===== src/common/sound_pkg.sv =====
package sound_pkg;

  // sample and address widths
  typedef logic [7:0]  sample8_t;
  typedef logic [15:0] audio16_t;
  typedef logic [7:0]  port_addr_t;

  // simplified cpu bus, qualifiers are single-cycle strobes
  typedef struct packed {
    port_addr_t addr;
    sample8_t   wdata;
    logic       iorq;
    logic       rd;
    logic       wr;
  } cpu_bus_t;

  typedef struct packed {
    audio16_t left;
    audio16_t right;
  } stereo_sample_t;

  localparam int NUM_CHANNELS = 4;

  // soundrive channel ports, index is the channel number
  localparam port_addr_t COVOX_PORTS [NUM_CHANNELS] = '{
    8'h0F,
    8'h1F,
    8'h4F,
    8'h5F
  };

  // beeper bit 4, tape out bit 3
  localparam port_addr_t PORT_FE = 8'hFE;

  // empty flags in the high nibble, full flags in the low nibble
  localparam port_addr_t PORT_STATUS = 8'h3F;

  // beeper contribution per side
  localparam audio16_t BEEP_LEVEL = 16'd8192;

  // scales an 8-bit pair sum up into the 16-bit range
  localparam int CHAN_SCALE_SHIFT = 6;

endpackage


===== src/source/sound_port_decode.sv =====
`timescale 1ns/10ps

module sound_port_decode (
  input  logic                                clk_28mhz,
  input  logic                                rst,
  input  sound_pkg::cpu_bus_t                 cpu_bus,
  input  logic [sound_pkg::NUM_CHANNELS-1:0]  chan_empty,
  input  logic [sound_pkg::NUM_CHANNELS-1:0]  chan_full,
  output logic [sound_pkg::NUM_CHANNELS-1:0]  chan_push,
  output sound_pkg::sample8_t                 push_data,
  output sound_pkg::sample8_t                 data_out,
  output logic                                data_oe,
  output logic                                beeper,
  output logic                                tape_out
);

  import sound_pkg::*;

  logic       io_wr;
  logic       io_rd;
  logic       fe_hit;
  logic [7:0] port_fe_reg;

  // qualified i/o cycles
  assign io_wr = cpu_bus.iorq && cpu_bus.wr;
  assign io_rd = cpu_bus.iorq && cpu_bus.rd;

  // channel pushes land in the queue on this same edge
  always_comb begin
    for (int i = 0; i < NUM_CHANNELS; i++) begin
      chan_push[i] = io_wr && (cpu_bus.addr == COVOX_PORTS[i]);
    end
  end

  // all channels share one data path, only the push bit selects
  assign push_data = cpu_bus.wdata;

  // port #FE register
  assign fe_hit = io_wr && (cpu_bus.addr == PORT_FE);

  always_ff @(posedge clk_28mhz) begin
    if (rst) begin
      port_fe_reg <= '0;
    end else if (fe_hit) begin
      port_fe_reg <= cpu_bus.wdata;
    end
  end

  assign beeper   = port_fe_reg[4];
  assign tape_out = port_fe_reg[3];

  // status read is answered in the read cycle itself
  assign data_oe  = io_rd && (cpu_bus.addr == PORT_STATUS);
  assign data_out = data_oe ? {chan_empty, chan_full} : '0;

endmodule


===== src/audio/covox_channel.sv =====
`timescale 1ns/10ps

module covox_channel #(
  parameter int DEPTH = 4
) (
  input  logic                clk_28mhz,
  input  logic                rst,
  input  logic                push,
  input  sound_pkg::sample8_t push_data,
  input  logic                pop,
  output sound_pkg::sample8_t sample,
  output logic                empty,
  output logic                full
);

  import sound_pkg::*;

  localparam int PTR_W = (DEPTH > 1) ? $clog2(DEPTH) : 1;
  localparam logic [PTR_W-1:0] PTR_LAST = PTR_W'(DEPTH - 1);
  localparam logic [PTR_W:0]   LEVEL_FULL = (PTR_W + 1)'(DEPTH);

  sample8_t         mem [DEPTH];
  logic [PTR_W-1:0] rd_ptr;
  logic [PTR_W-1:0] wr_ptr;
  logic [PTR_W:0]   level;
  sample8_t         hold;
  logic             do_push;
  logic             do_pop;

  assign empty = (level == '0);
  assign full  = (level == LEVEL_FULL);

  // a push into a full queue is lost, a pop on empty does nothing
  assign do_push = push && !full;
  assign do_pop  = pop && !empty;

  always_ff @(posedge clk_28mhz) begin
    if (do_push) begin
      mem[wr_ptr] <= push_data;
    end
  end

  always_ff @(posedge clk_28mhz) begin
    if (rst) begin
      rd_ptr <= '0;
      wr_ptr <= '0;
      level  <= '0;
      hold   <= '0;
    end else begin
      if (do_push) begin
        wr_ptr <= (wr_ptr == PTR_LAST) ? '0 : wr_ptr + 1'b1;
      end
      if (do_pop) begin
        rd_ptr <= (rd_ptr == PTR_LAST) ? '0 : rd_ptr + 1'b1;
        hold   <= mem[rd_ptr];
      end
      case ({do_push, do_pop})
        2'b10:   level <= level + 1'b1;
        2'b01:   level <= level - 1'b1;
        default: level <= level;
      endcase
    end
  end

  // head of queue, or the last popped value once drained
  assign sample = empty ? hold : mem[rd_ptr];

endmodule


===== src/audio/audio_mixer.sv =====
`timescale 1ns/10ps

module audio_mixer #(
  parameter int SAMPLE_DIV = 640,
  parameter int CREDITS    = 4
) (
  input  logic                               clk_28mhz,
  input  logic                               rst,
  input  sound_pkg::sample8_t                chan_sample [sound_pkg::NUM_CHANNELS],
  input  logic                               beeper,
  input  logic                               credit_return,
  output logic [sound_pkg::NUM_CHANNELS-1:0] chan_pop,
  output sound_pkg::stereo_sample_t          sample_out,
  output logic                               sample_valid
);

  import sound_pkg::*;

  localparam int TICK_W = (SAMPLE_DIV > 1) ? $clog2(SAMPLE_DIV) : 1;
  localparam logic [TICK_W-1:0] TICK_LAST = TICK_W'(SAMPLE_DIV - 1);
  localparam int CRED_W = $clog2(CREDITS + 1);
  localparam logic [CRED_W-1:0] CRED_MAX = CRED_W'(CREDITS);

  logic [TICK_W-1:0] tick_cnt;
  logic              tick;
  logic [CRED_W-1:0] credit_cnt;
  logic              have_credit;
  logic              fire;
  stereo_sample_t    next_mix;

  // channel pair sum scaled to 16 bits, beeper on top
  function automatic audio16_t mix_pair(
    input sample8_t a,
    input sample8_t b,
    input logic     beep
  );
    audio16_t sum;
    sum = (audio16_t'(a) + audio16_t'(b)) << CHAN_SCALE_SHIFT;
    if (beep) begin
      sum = sum + BEEP_LEVEL;
    end
    return sum;
  endfunction

  // sample rate divider
  assign tick = (tick_cnt == TICK_LAST);

  always_ff @(posedge clk_28mhz) begin
    if (rst) begin
      tick_cnt <= '0;
    end else if (tick) begin
      tick_cnt <= '0;
    end else begin
      tick_cnt <= tick_cnt + 1'b1;
    end
  end

  // without credit the tick is skipped and the queues keep their data
  assign have_credit = (credit_cnt != '0);
  assign fire        = tick && have_credit;

  always_comb begin
    for (int i = 0; i < NUM_CHANNELS; i++) begin
      chan_pop[i] = fire;
    end
  end

  assign next_mix.left  = mix_pair(chan_sample[0], chan_sample[1], beeper);
  assign next_mix.right = mix_pair(chan_sample[2], chan_sample[3], beeper);

  // output stage, valid one cycle after the tick
  always_ff @(posedge clk_28mhz) begin
    if (rst) begin
      sample_valid <= 1'b0;
    end else begin
      sample_valid <= fire;
    end
  end

  always_ff @(posedge clk_28mhz) begin
    if (fire) begin
      sample_out <= next_mix;
    end
  end

  // one credit per sample sent, one back per sink pulse
  always_ff @(posedge clk_28mhz) begin
    if (rst) begin
      credit_cnt <= CRED_MAX;
    end else begin
      case ({sample_valid, credit_return})
        2'b10: credit_cnt <= credit_cnt - 1'b1;
        2'b01: begin
          if (credit_cnt != CRED_MAX) begin
            credit_cnt <= credit_cnt + 1'b1;
          end
        end
        default: credit_cnt <= credit_cnt;
      endcase
    end
  end

endmodule


===== src/source/sound_top.sv =====
`timescale 1ns/10ps

module sound_top #(
  parameter int SAMPLE_DIV = 640,
  parameter int CREDITS    = 4,
  parameter int DEPTH      = 4
) (
  input  logic                      clk_28mhz,
  input  logic                      rst,
  input  sound_pkg::cpu_bus_t       cpu_bus,
  input  logic                      credit_return,
  output sound_pkg::sample8_t       data_out,
  output logic                      data_oe,
  output logic                      tape_out,
  output sound_pkg::stereo_sample_t sample_out,
  output logic                      sample_valid
);

  import sound_pkg::*;

  logic [NUM_CHANNELS-1:0] chan_push;
  logic [NUM_CHANNELS-1:0] chan_pop;
  logic [NUM_CHANNELS-1:0] chan_empty;
  logic [NUM_CHANNELS-1:0] chan_full;
  sample8_t                chan_sample [NUM_CHANNELS];
  sample8_t                push_data;
  logic                    beeper;

  sound_port_decode u_decode (
    .clk_28mhz  (clk_28mhz),
    .rst        (rst),
    .cpu_bus    (cpu_bus),
    .chan_empty (chan_empty),
    .chan_full  (chan_full),
    .chan_push  (chan_push),
    .push_data  (push_data),
    .data_out   (data_out),
    .data_oe    (data_oe),
    .beeper     (beeper),
    .tape_out   (tape_out)
  );

  // covox channels, one per port
  for (genvar i = 0; i < NUM_CHANNELS; i++) begin : g_chan
    covox_channel #(
      .DEPTH (DEPTH)
    ) u_chan (
      .clk_28mhz (clk_28mhz),
      .rst       (rst),
      .push      (chan_push[i]),
      .push_data (push_data),
      .pop       (chan_pop[i]),
      .sample    (chan_sample[i]),
      .empty     (chan_empty[i]),
      .full      (chan_full[i])
    );
  end

  audio_mixer #(
    .SAMPLE_DIV (SAMPLE_DIV),
    .CREDITS    (CREDITS)
  ) u_mixer (
    .clk_28mhz     (clk_28mhz),
    .rst           (rst),
    .chan_sample   (chan_sample),
    .beeper        (beeper),
    .credit_return (credit_return),
    .chan_pop      (chan_pop),
    .sample_out    (sample_out),
    .sample_valid  (sample_valid)
  );

endmodule


===== config.mk =====
export PLATFORM = sky130hd
export DESIGN_NAME = sound_top
export DESIGN_NICKNAME = d
export VERILOG_FILES = /design/src/common/sound_pkg.sv /design/src/source/sound_port_decode.sv /design/src/audio/covox_channel.sv /design/src/audio/audio_mixer.sv /design/src/source/sound_top.sv
export SDC_FILE = /design/constraint.sdc
export NUM_CORES = 1
export LEC_CHECK = 0
export BUFFER_PORTS_ARGS = -buffer_cell sky130_fd_sc_hd__buf_2
export CORE_UTILIZATION = 50
export DETAILED_ROUTE_END_ITERATION = 6
export PLACE_DENSITY = 0.68
export SYNTH_ARGS = -nofsm -noshare
export SYNTH_HDL_FRONTEND = slang
export SYNTH_HIERARCHICAL = 1
export SYNTH_SLANG_ARGS = --single-unit

===== constraint.sdc =====
create_clock -name clk_28mhz -period 9.6 [get_ports clk_28mhz]
set_clock_uncertainty 0.15 [all_clocks]
set_input_delay 0.96 -clock clk_28mhz [delete_from_list [all_inputs] [get_ports clk_28mhz]]
set_output_delay 0.96 -clock clk_28mhz [all_outputs]
set_load 0.02 [all_outputs]

* Yosys cells after proc, flatten, opt, wreduce, memory -nomap -nowiden *
Memories as Yosys holds them, arrays and structs flattened. A register that Yosys moved wholly into a read port is not among the register bits.
Index checks and enable logic that the tools add are counted.

storage, ports and cells
  register bits = 111
  RAM bits = 128
  memories kept = 4

operators by class
  add/sub/neg operators = 23
  eq/ne operators = 31
  multiplexer cells = 37
  reduce and logical (&&, ||, !) cells = 37

memories
  name                  words  width  rd ports  clocked after memory_dff  wr ports  RTL line             RTL
  g_chan[0].u_chan.mem  4      8      1         1                         1         covox_channel.sv:22  sample8_t mem [DEPTH];
  g_chan[1].u_chan.mem  4      8      1         1                         1         covox_channel.sv:22
  g_chan[2].u_chan.mem  4      8      1         1                         1         covox_channel.sv:22
  g_chan[3].u_chan.mem  4      8      1         1                         1         covox_channel.sv:22

operator list
  operator                count
  $mux 8                  5
  $add 16x14->16 const B  2
  $mux 16                 2
  $mux 2                  16
  $pmux 3 s2              5
  $eq 2x2->1 const B      13
  $add 8x8->9             2
  $logic_and 1x1->1       17
  $add 2x1->2 const B     8
  $eq 8x7->1 const B      2
  $add 3x1->3 const B     5
  $sub 3x1->3 const B     5
  $eq 3x3->1 const B      4
  $logic_not 3->1         4
  $add 10x1->10 const B   1
  $eq 10x10->1 const B    1
  $eq 2x1->1 const B      5
  $reduce_bool 2->1       5
  $eq 8x4->1 const B      1
  $eq 8x5->1 const B      1
  $eq 8x6->1 const B      1
  $eq 8x8->1 const B      1
  $logic_not 1->1         8
  $mux 1                  8
  other kinds (6)         6

* Longest topological paths before layout *
  depth after elaboration = 5
  mapped depth = 13
  depth with buffers taken out = 12

* Cells and area by module *
Netlist, hierarchy kept.

by module, submodules not included
  module                                 instances  cells an instance  area an instance (sq um)  seq. area each (sq um)
  covox_channel at g_chan[2].u_chan ...  2          138                2028.2                    1301.2
  covox_channel at g_chan[0].u_chan ...  2          138                2021.9                    1301.2
  audio_mixer                            1          208                2147.1                    880.8
  sound_port_decode                      1          42                 340.3                     40.0

* Worst setup path after synthesis *
OpenSTA, ideal clock, no wires.

  path kind = flip-flop to flip-flop
  start = register u_mixer.tick_cnt[2]
  end = register g_chan[0].u_chan.level[2]
  setup time = 70 ps
  arrival time = 3449 ps
  slack = 5931 ps
  stages on the path, launching flop included = 14
  buffers on the path = 2
  clock period less this slack = 3669 ps
  cell sequence = dfxtp_1 and4_1 buf_2 nand3_1 nor2_1 buf_4 o31ai_1 inv_2 ha_1 inv_1 fa_1 xor2_1 or3_1 a21oi_1

between the ends
  cells in the longest elaborated chain, start to end = 5

ends and longest elaborated chain
  what                                             RTL line             RTL
  from (decl)                                      audio_mixer.sv:24    logic [TICK_W-1:0] tick_cnt;
  from (signal assigned)                           audio_mixer.sv:54    tick_cnt <= tick_cnt + 1'b1;
  $eq 10x10->1 *                                   audio_mixer.sv:46    assign tick = (tick_cnt == TICK_LAST);
  $logic_and 1x1->1 *                              audio_mixer.sv:60    assign fire = tick && have_credit;
  net u_mixer.fire                                 audio_mixer.sv:28    logic fire;
  $logic_and 1x1->1 *                              covox_channel.sv:35  assign do_pop = pop && !empty;
  $eq 2x1->1 or $eq 2x2->1 (tied branches)         covox_channel.sv:57  case ({do_push, do_pop})
  $pmux 3 s2 or $reduce_bool 2->1 (tied branches)  n/a
  to (signal assigned)                             covox_channel.sv:58  2'b10: level <= level + 1'b1;
  to (signal assigned)                             covox_channel.sv:59  2'b01: level <= level - 1'b1;
  to (signal assigned)                             covox_channel.sv:60  default: level <= level;
  to (decl)                                        covox_channel.sv:25  logic [PTR_W:0] level;

Mark *: on every way through the listed nets, which the timed path passes. The rest lies on a longest branch.
A chain may end at the register's enable or synchronous reset.

==> results by group <==
STA
  • Slew HR: 42.84%
  • Fin. Hold Viols: 0
  • Post-layout min period: 3.976 ns
  • TNS Setup: 0 ns
  • Final setup fails: 0
  • Worst Tran Pin Value: about 0.85 ns
  • Unrepaired setup endpoints after global routing: false
  • Final Cycle Share: about two fifths
  • Slew Viols, Final: 0
  • Fmax: 251.5 MHz

Placement
  • GP Congestion: roughly 0.82
  • Inst Count DP: 1098
  • HPWL after DPL: 12.52 mm
  • IO Port Bufs: 52

Clock tree
  • # clock sinks: about 230
  • Setup bufs post-CTS: 0
  • Post-CTS resize count: 0
  • TritonCTS clock tree: yes
  • CTS Buf Count: 25
  • Clk buf depth: 3
  • Clk slew on worst S/H paths: 0.06 ns
  • H-tree Lvls: 1
  • CTS Hold Bufs: 0
  • Root buf cell: clkbuf_16
  • Clock Latency Late Sink: 0.51 ns

Yosys
  • Share of the synthesized area in the top cell type: roughly two fifths
  • Post-synthesis average cell area: 13.20 um^2
  • Mux cell area share after synthesis: a little under an eighth
  • Post-synth EDFFs: roughly 150
  • #FFs+latches synth: 232
  • Compound-Gate Fraction of Synth Area: just under 7%
  • Post-synthesis cell area: 0.01059 mm^2
  • Async set or reset register ratio after synthesis: 0%
  • Post-synth top area cell: edfxtp_1
  • Xor-xnor portion of the synthesized cell area: approximately 2.3%
  • Post-Synth Adder-Cell Area: under 10%
  • Simple-gate share of the synthesized area: between 10% and 20%
  • Main area contributors after synthesis: edfxtp_1 (42%), dfxtp_1 (16%), mux4_1 (6.0%)
  • Largest family of logic cells by synthesized area: multiplexers
  • Distinct cells, synth: 58
  • Main synth FF type: edfxtp_1
  • Mapped Cells: 802
  • Synth warn: 6
  • Seq/Total Area, Yosys: 57.86%

Route
  • # DRC: 0
  • Vias: slightly above 6000
  • DR WL/cell: 16.38 um
  • Antenna-violating nets left: 0
  • DR pass1 iterations: 5
  • DRT iter0 DRCs: roughly 340
  • Final wirelength: 18.72 mm
  • Vias per std cell: ~5.4

Global route
  • Pin count of the biggest net entering global routing: 73
  • GRT Overall Usage: 17.40%
  • Antenna violations before repair: 0
  • Grt ovf: 0
  • First-pass GRT wire length: 29.93 mm
  • Vias in the first global route: 5716

Floorplanning
  • Die area: 0.02176 mm^2
  • Cell Rows: 52
  • Initial core utilization: 51.66%
  • Die Y: 147.5 um
  • Core area: 0.02049 mm^2
  • Chip width: ~150 um
  • I/O pins: 65

Setup path
  • Critical Path Start Type: flip-flop
  • Critical path class: flip-flop to flip-flop
  • WP data arrival: 4.07 ns
  • CP endpoint: u_mixer/sample_out[14]$_DFFE_PP_
  • CP endpoint kind: flip-flop
  • Required @ worst endpoint: 9.69 ns
  • Register-to-Register Setup Slack: 5.62 ns
  • Register-to-Register Path Depth: 11
  • CP Max Fanout: 8
  • R2R Path End: u_mixer/sample_out[14]$_DFFE_PP_

Run status
  • Outcome: complete, no violations

Cells and area
  • Fin nets: between 900 and 1000
  • Number of flip-flops in the largest register: 128
  • Top reg by flops: g_chan.u_chan/mem
  • Layout cell share with drive strength beyond 1: 19.01%
  • N_diodes: 0
  • Biggest regs: g_chan.u_chan/mem x128, g_chan.u_chan/hold x32, u_mixer/sample_out x20
  • Layout fillers: 1622
  • Area grow syn2layout: 11.49%
  • Final non-filler cell total: about 1100

Flow run
  • Max-cap violations: 0

Power and ir drop
  • Max VDD drop: 135.7 uV
  • Leakage power: 4.432 nW
  • P per Cell Area: about 170 mW/mm^2

Worst hold path
  • Hold WC Path Type: flip-flop to flip-flop
[worst min-delay path by stage]
stage | startpoint | endpoint | slack (ns) | depth (start not counted)
after floorplan | g_chan[0].u_chan/hold[3]$_SDFFE_PP0N_ | g_chan[0].u_chan/hold[3]$_SDFFE_PP0N_ | 0.28 | 2
after global placement | g_chan[1].u_chan/hold[6]$_SDFFE_PP0N_ | g_chan[1].u_chan/hold[6]$_SDFFE_PP0N_ | 0.29 | 2
after detailed placement | g_chan[0].u_chan/hold[6]$_SDFFE_PP0N_ | g_chan[0].u_chan/hold[6]$_SDFFE_PP0N_ | 0.29 | 2
after CTS | g_chan[0].u_chan/hold[6]$_SDFFE_PP0N_ | g_chan[0].u_chan/hold[6]$_SDFFE_PP0N_ | 0.30 | 2
after global routing | g_chan[1].u_chan/hold[6]$_SDFFE_PP0N_ | g_chan[1].u_chan/hold[6]$_SDFFE_PP0N_ | 0.32 | 2
final | g_chan[0].u_chan/hold[0]$_SDFFE_PP0N_ | g_chan[0].u_chan/hold[0]$_SDFFE_PP0N_ | 0.30 | 2
[per-stage QoR]
step | area, um^2 | total power, mW | utilization, % | setup slack, ns | hold slack, ns
final | 11800 | 2.054 | 57.59 | 5.624 | 0.3009
after global routing | 11800 | 2.122 | 57.59 | 5.375 | 0.3169
after CTS | 11800 | 2.074 | 57.59 | 5.612 | 0.3012
after detailed placement | 10970 | 1.114 | 53.51 | 5.624 | 0.2928
after global placement | 10970 | 1.113 | 53.51 | 5.665 | 0.2881
after floorplan | 10630 | 1.105 | - | 5.931 | 0.2768
[cell families after synthesis]
family                   Yosys count
flip-flops                       232
AND/OR/NAND/NOR                  216
AO/OA/AOI/OAI                    125
buffers and inverters             87
multiplexers                      66
adder cells (fa/ha/maj)           50
XOR/XNOR                          25
other                              1
[worst max-delay path: stages, from the launching register on]
cell,delay (ns)
dfxtp_1,0.58
mux4_1,0.63
mux2_2,0.29
ha_1,0.24
fa_1,0.42
a21o_1,0.22
a21o_1,0.20
a221oi_1,0.35
o21bai_1,0.11
ha_1,0.30
mux2i_1,0.13
o31ai_1,0.09
[where the power goes]
part	total, mW	internal (mW)	switching, mW	leakage [nW]
Clock	0.962	0.599	0.363	0.413
Combinational	0.0316	0.00685	0.0248	2.00
Sequential	1.06	1.06	0.00175	2.02
[metal layers]
metal / up-vias / track usage (%) / share of wire (%)
met3: 22 / 2.407 / 3.9
met2: 119 / 27.97 / 47
met1: 2951 / 25.03 / 48
li1: 3034 / - / -
met5: - / 0 / 0
met4: 0 / 4.330 / 1.5
[final cells by class]
class	instances	area (um^2)	area share, %
Tap cell	270	337.8	2.862
Clock buffer	37	721.9	6.116
Sequential cell	232	6126	51.90
Inverter	44	165.2	1.399
Clock inverter	8	115.1	0.9752
Timing Repair Buffer	58	305.3	2.586
Multi-Input combinational cell	494	4033	34.16
[cells in the final DEF, fill, tap and decap left out, types with 26 or more instances in the layout]
master     count
nor2_1        38
buf_2         52
a21oi_1       71
edfxtp_1     148
inv_1         37
mux2_2        32
ha_1          43
clkbuf_16     26
nand2_1       84
dfxtp_1       84
[cells in the mapped netlist (8+ instances only)]
master    count
edfxtp_1    148
mux2_2       32
o31ai_1       8
nand3_1       9
o21ai_0      20
and3_1       12
dfxtp_1      84
clkbuf_1      8
buf_4        24
and2_1       10
nand4_1       8
a21oi_1      71
nor2_1       39
inv_1        37
nand2_1      84
xor2_1       17
ha_1         43
mux4_2        8
mux4_1       24
or3_1         8
and3_2        8
No activity file was read; power rests on OpenSTA's default activity.
